<file path="config.mk">
export PLATFORM = sky130hd
export DESIGN_NAME = adpcmb_top
export DESIGN_NICKNAME = d
export VERILOG_FILES = /design/src/adpcmb_pkg.sv /design/src/adpcmb_decoder.sv /design/src/adpcmb_gain.sv /design/src/adpcmb_nibble_sel.sv /design/src/adpcmb_top.sv
export SDC_FILE = /design/constraint.sdc
export NUM_CORES = 1
export LEC_CHECK = 0
export BUFFER_PORTS_ARGS = -buffer_cell sky130_fd_sc_hd__buf_2
export CORE_ASPECT_RATIO = 0.5
export CORE_MARGIN = 2
export CORE_UTILIZATION = 45
export CTS_CLUSTER_DIAMETER = 100
export DETAILED_ROUTE_END_ITERATION = 8
export PLACE_DENSITY = 0.62
export SYNTH_ARGS = -nofsm -noshare
export SYNTH_HDL_FRONTEND = slang
export SYNTH_SLANG_ARGS = --single-unit
</file>
<file path="constraint.sdc">
create_clock -name clk -period 15.7 [get_ports clk]
set_clock_uncertainty 0.2 [all_clocks]
set_input_delay 0.785 -clock clk [delete_from_list [all_inputs] [get_ports clk]]
set_output_delay 0.785 -clock clk [all_outputs]
set_load 0.02 [all_outputs]
</file>
<file path="src/adpcmb_pkg.sv">
// shared widths and tables for the adpcm-b path; cen55 must be at least 34 clk apart.
package adpcmb_pkg;

    // ------------------------------
    // widths
    // ------------------------------
    localparam int pcm_w  = 16;   // signed sample width.
    localparam int tl_w   = 8;    // total level width.
    localparam int gain_w = 10;   // linear gain factor width.

    // ------------------------------
    // step size limits
    // ------------------------------
    // reset and restart value too.
    localparam logic [pcm_w-1:0] step_min = 16'd127;
    localparam logic [pcm_w-1:0] step_max = 16'd24576;   // clamp ceiling.

    // step adaptation factors per magnitude.
    // new step = old step * factor / 64.
    localparam logic [7:0] step_factor [0:7] = '{
        8'd57,
        8'd57,
        8'd57,
        8'd57,
        8'd77,
        8'd102,
        8'd128,
        8'd153
    };

    // ------------------------------
    // attenuation
    // ------------------------------
    // 0.75 dB per entry down from unity at 512.
    // indexed by the inverted low three bits of tl.
    localparam logic [gain_w-1:0] gain_table [0:7] = '{
        10'd512,
        10'd470,
        10'd431,
        10'd395,
        10'd362,
        10'd332,
        10'd305,
        10'd280
    };

    // longest serial shift; sets the minimum strobe spacing.
    localparam int max_shift = 31;

endpackage

</file>
<file path="src/adpcmb_decoder.sv">
// adpcm-b accumulator and step adaptation; one nibble per nib_valid, result one clk later.
`timescale 1ns/1ps

module adpcmb_decoder (
    input  logic                                  clk,
    input  logic                                  rst_n,
    input  logic                                  restart,
    input  logic [3:0]                            nibble,
    input  logic                                  nib_valid,
    output logic signed [adpcmb_pkg::pcm_w-1:0]   dec_pcm
);

    logic [adpcmb_pkg::pcm_w-1:0] step_q;   // current step size.

    // ------------------------------
    // delta from step and magnitude
    // ------------------------------
    logic [2:0]  mag;          // nibble magnitude.
    logic [3:0]  odd_mult;     // 2*mag + 1.
    logic [19:0] delta_full;   // step * (2*mag+1).
    logic [16:0] delta;        // divided by 8.

    assign mag        = nibble[2:0];
    assign odd_mult   = {mag, 1'b1};
    assign delta_full = step_q * odd_mult;
    assign delta      = delta_full[19:3];   // truncating divide.

    // ------------------------------
    // accumulator with saturation
    // ------------------------------
    logic signed [17:0]                   acc_ext;   // room for one carry.
    logic signed [17:0]                   delta_s;
    logic signed [17:0]                   sum;
    logic signed [adpcmb_pkg::pcm_w-1:0]  acc_next;

    assign acc_ext = dec_pcm;                  // sign extends.
    assign delta_s = $signed({1'b0, delta});

    always_comb begin
        // bit 3 is the sign.
        if (nibble[3]) begin
            sum = acc_ext - delta_s;
        end else begin
            sum = acc_ext + delta_s;
        end
        if (sum > 18'sd32767) begin
            acc_next = 16'sh7fff;              // positive rail.
        end else if (sum < -18'sd32768) begin
            acc_next = 16'sh8000;              // negative rail.
        end else begin
            acc_next = sum[15:0];
        end
    end

    // ------------------------------
    // step adaptation
    // ------------------------------
    logic [23:0]                   step_prod;   // step * factor.
    logic [17:0]                   step_div;    // divided by 64.
    logic [adpcmb_pkg::pcm_w-1:0]  step_next;

    assign step_prod = step_q * adpcmb_pkg::step_factor[mag];
    assign step_div  = step_prod[23:6];

    always_comb begin
        if (step_div > {2'b00, adpcmb_pkg::step_max}) begin
            step_next = adpcmb_pkg::step_max;
        end else if (step_div < {2'b00, adpcmb_pkg::step_min}) begin
            step_next = adpcmb_pkg::step_min;  // small nibbles shrink to floor.
        end else begin
            step_next = step_div[15:0];
        end
    end

    // ------------------------------
    // state
    // ------------------------------
    always_ff @(posedge clk or negedge rst_n) begin
        if (!rst_n) begin
            dec_pcm <= '0;
            step_q  <= adpcmb_pkg::step_min;
        end else if (restart) begin
            dec_pcm <= '0;                     // decode resumes from silence.
            step_q  <= adpcmb_pkg::step_min;
        end else if (nib_valid) begin
            dec_pcm <= acc_next;
            step_q  <= step_next;
        end
    end

endmodule

</file>
<file path="src/adpcmb_gain.sv">
// total level at 0.75 dB per step; needs max_shift+3 clk between cen55 strobes.
`timescale 1ns/1ps

module adpcmb_gain (
    input  logic                                  clk,
    input  logic                                  rst_n,
    input  logic                                  cen55,
    input  logic [adpcmb_pkg::tl_w-1:0]           tl,       // total level.
    input  logic signed [adpcmb_pkg::pcm_w-1:0]   pcm_in,
    output logic signed [adpcmb_pkg::pcm_w-1:0]   pcm_out
);

    logic [adpcmb_pkg::gain_w-1:0] lin_gain;   // fine factor from low bits.

    // ------------------------------
    // fine gain lookup
    // ------------------------------
    always_ff @(posedge clk or negedge rst_n) begin
        if (!rst_n) begin
            lin_gain <= '0;
        end else begin
            lin_gain <= adpcmb_pkg::gain_table[~tl[2:0]];
        end
    end

    logic signed [26:0]                   pcm_mul;    // gain * sample.
    logic signed [adpcmb_pkg::pcm_w-1:0]  pcm_sh;     // slice being shifted.
    logic                                 toggle;     // flips per strobe.
    logic                                 toggle_last;

    // ------------------------------
    // strobe multiply and publish
    // ------------------------------
    always_ff @(posedge clk) begin
        if (cen55) begin
            pcm_mul <= $signed({1'b0, lin_gain}) * pcm_in;   // captured per strobe.
        end
    end

    always_ff @(posedge clk or negedge rst_n) begin
        if (!rst_n) begin
            toggle  <= 1'b0;
            pcm_out <= '0;
        end else if (cen55) begin
            pcm_out <= pcm_sh;          // result of previous strobe.
            toggle  <= ~toggle;
        end
    end

    // ------------------------------
    // coarse gain by serial shifter
    // ------------------------------
    logic [$clog2(adpcmb_pkg::max_shift+1)-1:0] shift_cnt;

    always_ff @(posedge clk or negedge rst_n) begin
        if (!rst_n) begin
            toggle_last <= 1'b0;
            shift_cnt   <= '0;
            pcm_sh      <= '0;
        end else begin
            toggle_last <= toggle;
            if (toggle != toggle_last) begin
                // fresh product without the 512 scale.
                pcm_sh    <= pcm_mul[24:9];
                shift_cnt <= ~tl[7:3];
            end else if (shift_cnt != '0) begin
                pcm_sh    <= pcm_sh >>> 1;          // keeps sign.
                shift_cnt <= shift_cnt - 1'b1;
            end
        end
    end

endmodule

</file>
<file path="src/adpcmb_nibble_sel.sv">
// one-byte buffer handing out the high nibble first; a strobe on an empty buffer yields no nibble.
`timescale 1ns/1ps

module adpcmb_nibble_sel (
    input  logic       clk,
    input  logic       rst_n,
    input  logic       cen55,     // sample strobe.
    input  logic       restart,
    input  logic [7:0] din,       // adpcm byte.
    input  logic       din_we,
    output logic       req,       // asks for the next byte.
    output logic [3:0] nibble,
    output logic       nib_valid
);

    logic [7:0] byte_q;   // held byte.
    logic       full;     // byte waiting to be used.
    logic       half;     // high nibble already handed out.

    // ------------------------------
    // nibble out in the strobe cycle
    // ------------------------------
    assign nib_valid = cen55 & full & ~restart;   // restart wins.
    assign nibble    = half ? byte_q[3:0] : byte_q[7:4];

    // byte latch.
    always_ff @(posedge clk) begin
        if (din_we) begin
            byte_q <= din;
        end
    end

    // ------------------------------
    // buffer state and request
    // ------------------------------
    always_ff @(posedge clk or negedge rst_n) begin
        if (!rst_n) begin
            full <= 1'b0;
            half <= 1'b0;
            req  <= 1'b0;
        end else begin
            req <= 1'b0;                  // one-cycle pulse.
            if (restart) begin
                full <= 1'b0;
                half <= 1'b0;
                req  <= 1'b1;             // refill after restart.
            end else if (din_we) begin
                full <= 1'b1;             // overwrite restarts at high nibble.
                half <= 1'b0;
            end else if (cen55 && full) begin
                if (half) begin
                    // low nibble used and buffer freed.
                    full <= 1'b0;
                    half <= 1'b0;
                    req  <= 1'b1;
                end else begin
                    half <= 1'b1;         // low nibble next.
                end
            end
        end
    end

endmodule

</file>
<file path="src/adpcmb_top.sv">
// adpcm-b sample path; pcm_out lags the nibble by two cen55 strobes, no byte addressing.
`timescale 1ns/1ps

module adpcmb_top (
    input  logic                                  clk,
    input  logic                                  rst_n,
    input  logic                                  cen55,     // sample strobe.
    input  logic                                  restart,
    input  logic [7:0]                            din,       // adpcm byte.
    input  logic                                  din_we,
    input  logic [adpcmb_pkg::tl_w-1:0]           tl,        // total level.
    output logic                                  req,       // byte request.
    output logic signed [adpcmb_pkg::pcm_w-1:0]   pcm_out
);

    // ------------------------------
    // stage links
    // ------------------------------
    logic [3:0]                           nibble;
    logic                                 nib_valid;   // aligned to cen55.
    logic signed [adpcmb_pkg::pcm_w-1:0]  dec_pcm;     // held between nibbles.

    // byte buffer, nibbles high first.
    adpcmb_nibble_sel u_nibble_sel (
        .clk       (clk),
        .rst_n     (rst_n),
        .cen55     (cen55),
        .restart   (restart),
        .din       (din),
        .din_we    (din_we),
        .req       (req),
        .nibble    (nibble),
        .nib_valid (nib_valid)
    );

    // nibble to 16-bit sample.
    adpcmb_decoder u_decoder (
        .clk       (clk),
        .rst_n     (rst_n),
        .restart   (restart),
        .nibble    (nibble),
        .nib_valid (nib_valid),
        .dec_pcm   (dec_pcm)
    );

    // total level attenuation.
    adpcmb_gain u_gain (
        .clk     (clk),
        .rst_n   (rst_n),
        .cen55   (cen55),
        .tl      (tl),
        .pcm_in  (dec_pcm),
        .pcm_out (pcm_out)
    );

endmodule

</file>
== Yosys cells after proc, flatten, opt, wreduce, memory -nomap -nowiden ==
Memories as Yosys holds them, arrays and structs flattened. A register that Yosys moved wholly into a read port is not among the register bits.
Index checks and enable logic that the tools add are counted.

* Input port bits: 21
* Memories: 2
* Register bits after elaboration: 107
* ROM bits: 144
* Output and inout port bits: 17
* Word-level logic and storage cells: 71

{| class="wikitable"
|+ Memory list
! memory !! words !! bits a word !! read ports !! clocked after memory_dff !! wr ports !! RTL line !! text
|-
| (no name shown) || 8 || 10 || 1 || 1 || 0 || adpcmb_gain.sv:22 || <nowiki>lin_gain <= adpcmb_pkg::gain_table[~tl[2:0]];</nowiki>
|-
| (no name shown) || 8 || 8 || 1 || 0 || 0 || adpcmb_decoder.sv:62 || <nowiki>assign step_prod = step_q * adpcmb_pkg::step_factor[mag];</nowiki>
|}

* Bitwise logic cells: 8
* $lt $le $gt $ge: 5
* Mux-type cells: 28
* Equality and inequality tests: 1
* $mul: 3
* $add $sub $neg: 3
* Reduce and logical (&&, ||, !) cells: 8

{| class="wikitable"
|+ Operators with widths
! kind !! count
|-
| $mux W16 || 9
|-
| $mul A11 B16 Y25 || 1
|-
| $mul A16 B8 Y24 || 1
|-
| $mul A16 B4 Y20 || 1
|-
| $add A16 B18 Y18 || 1
|-
| $gt A18 B15 Y1 const B || 1
|-
| $gt A18 B16 Y1 const B || 1
|-
| $lt A18 B16 Y1 const B || 1
|-
| $lt A18 B7 Y1 const B || 1
|-
| $mux W18 || 1
|-
| $sub A16 B18 Y18 || 1
|-
| $mux W8 || 2
|-
| $mux W15 || 1
|-
| $mux W1 || 12
|-
| $mux W5 || 2
|-
| $not A3 Y4 || 2
|-
| $reduce_bool A3 Y1 || 2
|-
| $not A5 Y5 || 1
|-
| $reduce_bool A5 Y1 || 1
|-
| $sub A5 B1 Y5 const B || 1
|-
| $ge A4 B4 Y1 const B || 1
|-
| $mux W4 || 1
|-
| $reduce_bool A2 Y1 || 2
|-
| $not A3 Y3 || 1
|-
| 6 further kinds || 8
|}

== Logic depth before layout (Yosys ltp) ==
* Depth after elaboration: 11
* Gate-level depth with buffers: 31
* Gate-level depth less buffers: 27

== Modules after synthesis ==
Synthesis repeated with hierarchy kept, for this count alone.

* Cell total of the unflattened synthesis: 1871
* Area, all modules: 17190.2 µm²

{| class="wikitable"
|+ Modules (own cells, without submodules)
! module !! cells each !! area each (µm²) !! seq. area each (µm²) !! instances
|-
| adpcmb_decoder || 1000 || 8513.2 || 809.5 || 1
|-
| adpcmb_gain || 846 || 8239.2 || 1706.6 || 1
|-
| adpcmb_nibble_sel || 25 || 437.9 || 315.3 || 1
|}

== Least setup slack after synthesis ==
Ideal clock, no wire load.

* Path type: flip-flop to flip-flop
* Start: register u_nibble_sel.half
* End: register u_decoder.step_q[4] (netlist bit)
* Path slack: 8.877 ns
* Period minus slack after synthesis: 6.823 ns
* Cell stages (with the launch flop): 25
* Data required time: 15.401 ns
* Arrival: 6.524 ns
* Path buffers: 3
* Setup time: 0.099 ns
* Cells stage by stage: dfrtp_1 buf_6 mux2i_1 inv_1 clkbuf_1 ha_1 nor2_1 clkbuf_1 nor2_1 fa_1 fa_1 inv_1 fa_1 inv_1 fa_1 ha_1 a21o_1 a21o_1 or4_1 a21oi_1 o41ai_1 xor2_1 nor4_1 a41oi_1 a221oi_1

* Longest elaborated chain between the ends: 11
* Elaborated cells on any way between the ends: 12
* Those cells by class: mul (1); order compare (2); mux (7); bitwise (1); memory (1)

{| class="wikitable"
|+ RTL lines
! element !! RTL line !! text
|-
| start: declaration || adpcmb_nibble_sel.sv:18 || <nowiki>logic half;</nowiki>
|-
| start signal: assignment || adpcmb_nibble_sel.sv:39 || <nowiki>half <= 1'b0;</nowiki>
|-
| start signal: assignment || adpcmb_nibble_sel.sv:45 || <nowiki>half <= 1'b0;</nowiki>
|-
| start signal: assignment || adpcmb_nibble_sel.sv:49 || <nowiki>half <= 1'b0;</nowiki>
|-
| $mux W4 * || adpcmb_nibble_sel.sv:24 || <nowiki>assign nibble = half ? byte_q[3:0] : byte_q[7:4];</nowiki>
|-
| $not A3 Y4 (not written as such) * || adpcmb_decoder.sv:62 ||
|-
| $mem_v2 Z8 W8 * || n/a ||
|-
| $mux W8 (not written as such) * (2 in a row) || adpcmb_decoder.sv:62 ||
|-
| $mul A16 B8 Y24 * || adpcmb_decoder.sv:62 ||
|-
| $lt A18 B7 Y1 || adpcmb_decoder.sv:68 || <nowiki>end else if (step_div < {2'b00, adpcmb_pkg::step_min}) begin</nowiki>
|-
| $mux W16 || adpcmb_decoder.sv:68 ||
|-
| $mux W16 * || adpcmb_decoder.sv:66 || <nowiki>if (step_div > {2'b00, adpcmb_pkg::step_max}) begin</nowiki>
|-
| $mux W16 * || adpcmb_decoder.sv:85 || <nowiki>end else if (nib_valid) begin</nowiki>
|-
| $mux W16 * || adpcmb_decoder.sv:82 || <nowiki>end else if (restart) begin</nowiki>
|-
| end signal: assignment || adpcmb_decoder.sv:81 || <nowiki>step_q <= adpcmb_pkg::step_min;</nowiki>
|-
| end signal: assignment || adpcmb_decoder.sv:84 || <nowiki>step_q <= adpcmb_pkg::step_min;</nowiki>
|-
| end signal: assignment || adpcmb_decoder.sv:87 || <nowiki>step_q <= step_next;</nowiki>
|-
| end: declaration || adpcmb_decoder.sv:13 || <nowiki>logic [adpcmb_pkg::pcm_w-1:0] step_q;</nowiki>
|}

Every way passes the cells marked *; elsewhere a longest branch is shown, timed or not. The select of a mux whose other input is x is not followed.
A chain may end at the register's enable or synchronous reset.

== Final worst setup path ==
* Start: register u_nibble_sel.half
* End: register u_decoder.step_q[5] (netlist bit)

Same word-level chain as after synthesis.

==> impl_metrics.csv <==
group,metric,value,unit
run_status,status,"complete, no violations",
sta,setup_tns,0,ps
sta,finalHoldViolCount,0,
drt,ant_nets,0,
worst_setup_path,cp_max_fo,17,
clock_network,ctsHoldBuffers,0,
sta,rsz0062_at_grt,"false",
place,dpl.hpwl,30300,um
yosys,synth-seq-cells,108,
global_route,track_usage,20.9,%
clock_network,clk_latency,380,ps
die,die_w,275,um
die,design.core.area,36100,sq um
power_and_ir_drop,intPower,1.80,mW
drt,highest_layer,"met4",
power_and_ir_drop,p_switching,2.04,mW
die,floorplan.initialDensity,45.9,%
power_and_ir_drop,power,3.84,mW
job,cap_violations,0,
yosys,synthArstFlopShare,77.8,%
yosys,yosys.area_share.simple,15.2,%
yosys,synthXorXnorAreaFrac,5.08,%
yosys,yosysWarnings,0,
yosys,synthMuxAreaShare,2.76,%
yosys,syn_area_per_cell,9.37,sq um
power_and_ir_drop,sequentialPowerShare,13.7,%
clock_network,cts_setup_buffers,0,
drt,wl_met2,16700,um
yosys,synth_edf_count,24,
worst_setup_path,end_kind,"flip-flop",
global_route,grt_pass1_wl,64400,um
clock_network,cts_resized,0,
final_layout,layout_commonest_cell,"inv_1",
worst_setup_path,cp.required,15790,ps
yosys,synth.distinct_cells,76,
global_route,grt_max_degree,64,
global_route,antenna_found_initial,0,
sta,relSlewSlack,31.2,%
power_and_ir_drop,p_sw_share,53.1,%
final_layout,layout_common_cells,"inv_1, fa_1, nand2_1, ha_1, and2_1",
final_layout,diodes,0,
sta,period_needed,7990,ps
sta,timing.final.crit_share,50.9,%
power_and_ir_drop,clkPwrFrac,6.3,%
final_layout,drive_gt1_share,6.25,%
die,ios,38,
place,place_congestion,0.870,
clock_network,clock-root-buffer,"clkbuf_16",
place,dp_slack,7770,ps
clock_network,cts.path.max_buffers,2,
drt,avgRoutedWirePerCell,16.7,um
sta,max_freq,125,MHz
die,placementRows,49,
power_and_ir_drop,p_comb_share,80.0,%
die,die_y,140,um
yosys,synth_cells,1768,
clock_network,cts_htree_levels,3,
yosys,synthesis.area,16600,sq um
drt,wl,37300,um
power_and_ir_drop,p_leak,8.38,nW
yosys,synth_compound_area_share,10.8,%
worst_hold_path,hold_class,"input port to async pin",
yosys,synth.yosys.seq_area_share,17.1,%
worst_setup_path,start_kind,"flip-flop",
drt,drc,0,
drt,wl_met3,1690,um
sta,worst_slew_pin_slew,1030,ps
global_route,first_global_vias,12500,
yosys,synth_top_family_by_area,"adder cells",
yosys,synth_nets,2180,
power_and_ir_drop,cellPowerDensity,220,nW/um^2
drt,drt-initial-drc-count,637,
place,numPortBuffers,37,
sta,finalWorstSetupSlack,7710,ps
final_layout,area_growth,5.42,%
drt,wl_met1,18500,um
drt,dr.pass1.iters,7,
final_layout,layout.nets,2166,
yosys,synth-adder-area-share,40.8,%
global_route,grt_overflow,0,
worst_setup_path,worst-setup-path-type,"flip-flop to flip-flop",
clock_network,cts_buffers,9,
yosys,synthFlopType,"dfrtp_1",
power_and_ir_drop,irDropWorstVdd,0.310,mV
worst_setup_path,worstPathArrival,8070,ps
clock_network,cts_tree,"done",
clock_network,path_clk_slew,90,ps
clock_network,cts_sinks,108,
die,die_area,38500,sq um
sta,report.final.slew_viol_count,0,
drt,vias_per_cell,5.32,
sta,setup_viol_count_final,0,
drt,via_count,11900,
## cells in the mapped netlist, types with 3 or more instances
master	n	area, sq um
a211o_1	5	43.8
inv_1	292	1100
nor2_1	76	285
a211oi_1	9	67.6
o21a_1	6	45.0
nand3b_1	4	30.0
and3_1	18	113
nand2_1	194	728
fa_1	248	4960
dfstp_2	7	184
xnor2_1	58	508
edfxtp_1	24	721
a22o_1	3	26.3
mux2_2	20	225
a21oi_1	70	350
nand4_1	12	75.1
clkbuf_1	61	229
a31oi_1	8	50.1
xor2_1	35	307
a41oi_1	3	26.3
ha_1	143	1790
o31ai_1	6	45.0
dfrtp_1	77	1930
and2_1	133	832
nand3_1	15	75.1
nand2b_1	9	56.3
mux2i_1	21	210
o22ai_1	4	25.0
buf_1	5	18.8
o21bai_1	12	90.1
or4_1	3	22.5
a21o_1	25	188
o21ai_0	53	265
nor2b_1	17	106
o211ai_1	7	52.6
a221oi_1	6	52.6
nor3_1	16	80.1
a221o_1	13	130
## through the flow
step	util [%]	hold slack, ps	cells	area, sq um
floorplan	-	209	1768	16600
global placement	47.5	239	2227	17100
detailed placement	47.5	246	2227	17100
CTS	48.4	69.6	2243	17500
global route	48.4	80.9	2243	17500
finish	48.4	79.8	2243	17500
## per-layer routing
| layer | up-vias | track usage, % |
|---|---|---|
| met3 | 32 | 2.88 |
| met4 | 0 | 4.30 |
| met1 | 5955 | 30.8 |
| li1 | 5682 | - |
| met2 | 257 | 33.0 |
| met5 | - | 0 |
## flip-flops by register name, indices dropped and copies added, names as in the netlist
signal               count
u_decoder.dec_pcm       16
u_decoder.step_q        16
u_gain.lin_gain         10
u_gain.pcm_mul          16
u_gain.pcm_out          16
u_gain.pcm_sh           16
u_gain.shift_cnt         5
u_gain.toggle            1
u_gain.toggle_last       1
u_nibble_sel.byte_q      8
u_nibble_sel.full        1
u_nibble_sel.half        1
u_nibble_sel.req         1
## cells by family (layout without fill, tap and decap cells)
family	after synthesis	after routing
XOR/XNOR	94	94
AND/OR/NAND/NOR	511	511
adder cells (fa/ha/maj)	391	391
AO/OA/AOI/OAI	261	261
multiplexers	42	42
flip-flops	108	108
buffers and inverters	361	352
## worst max-delay path: stages (launching register included)
cell	delay [ps]
dfrtp_1	540
mux2i_4	320
inv_1	320
ha_1	560
nand2b_1	620
nand2_1	160
fa_1	510
inv_1	60
fa_1	530
inv_1	60
fa_1	530
inv_1	50
fa_1	410
ha_1	360
a21o_1	200
a21o_1	200
or4_1	470
a21oi_1	290
o41ai_1	120
xor2_1	170
nor4_1	390
a41oi_1	380
a221oi_1	400
## power by group through the flow
stage               Clock, mW  Combinational, mW  Sequential [mW]
floorplan                   0               2.43            0.481
global placement            0               3.02            0.529
detailed placement          0               3.05            0.531
CTS                     0.251               3.08            0.526
global route            0.261               3.49            0.541
finish                  0.243               3.07            0.525
## final cells by class
class	instances	area [sq um]
fillers	3416	18600
clock buffers	9	225
clock inverters	7	91.3
repair buffers	44	240
multi-input cells	1299	12400
inverters	292	1100
well taps	484	606
flip-flops and latches	108	2830
## path summary, 6_finish.rpt
| path | from | endpoint | slack, ps | cells past startpoint |
|---|---|---|---|---|
| worst max-delay path | u_nibble_sel.half | u_decoder.step_q[5] | 7710 | 22 |
| worst min-delay path | rst_n | u_gain.shift_cnt[1] | 80 | 1 |
| worst max register to register | u_nibble_sel.half | u_decoder.step_q[5] | 7710 | 22 |
| worst min register to register | u_gain.pcm_mul[15] | u_gain.pcm_sh[6] | 260 | 2 |
| max in group asynchronous | rst_n | u_decoder.step_q[8] | 14040 | 2 |
| min in group clk | u_gain.pcm_mul[15] | u_gain.pcm_sh[6] | 260 | 2 |
No activity file was read; power rests on OpenSTA's default activity.
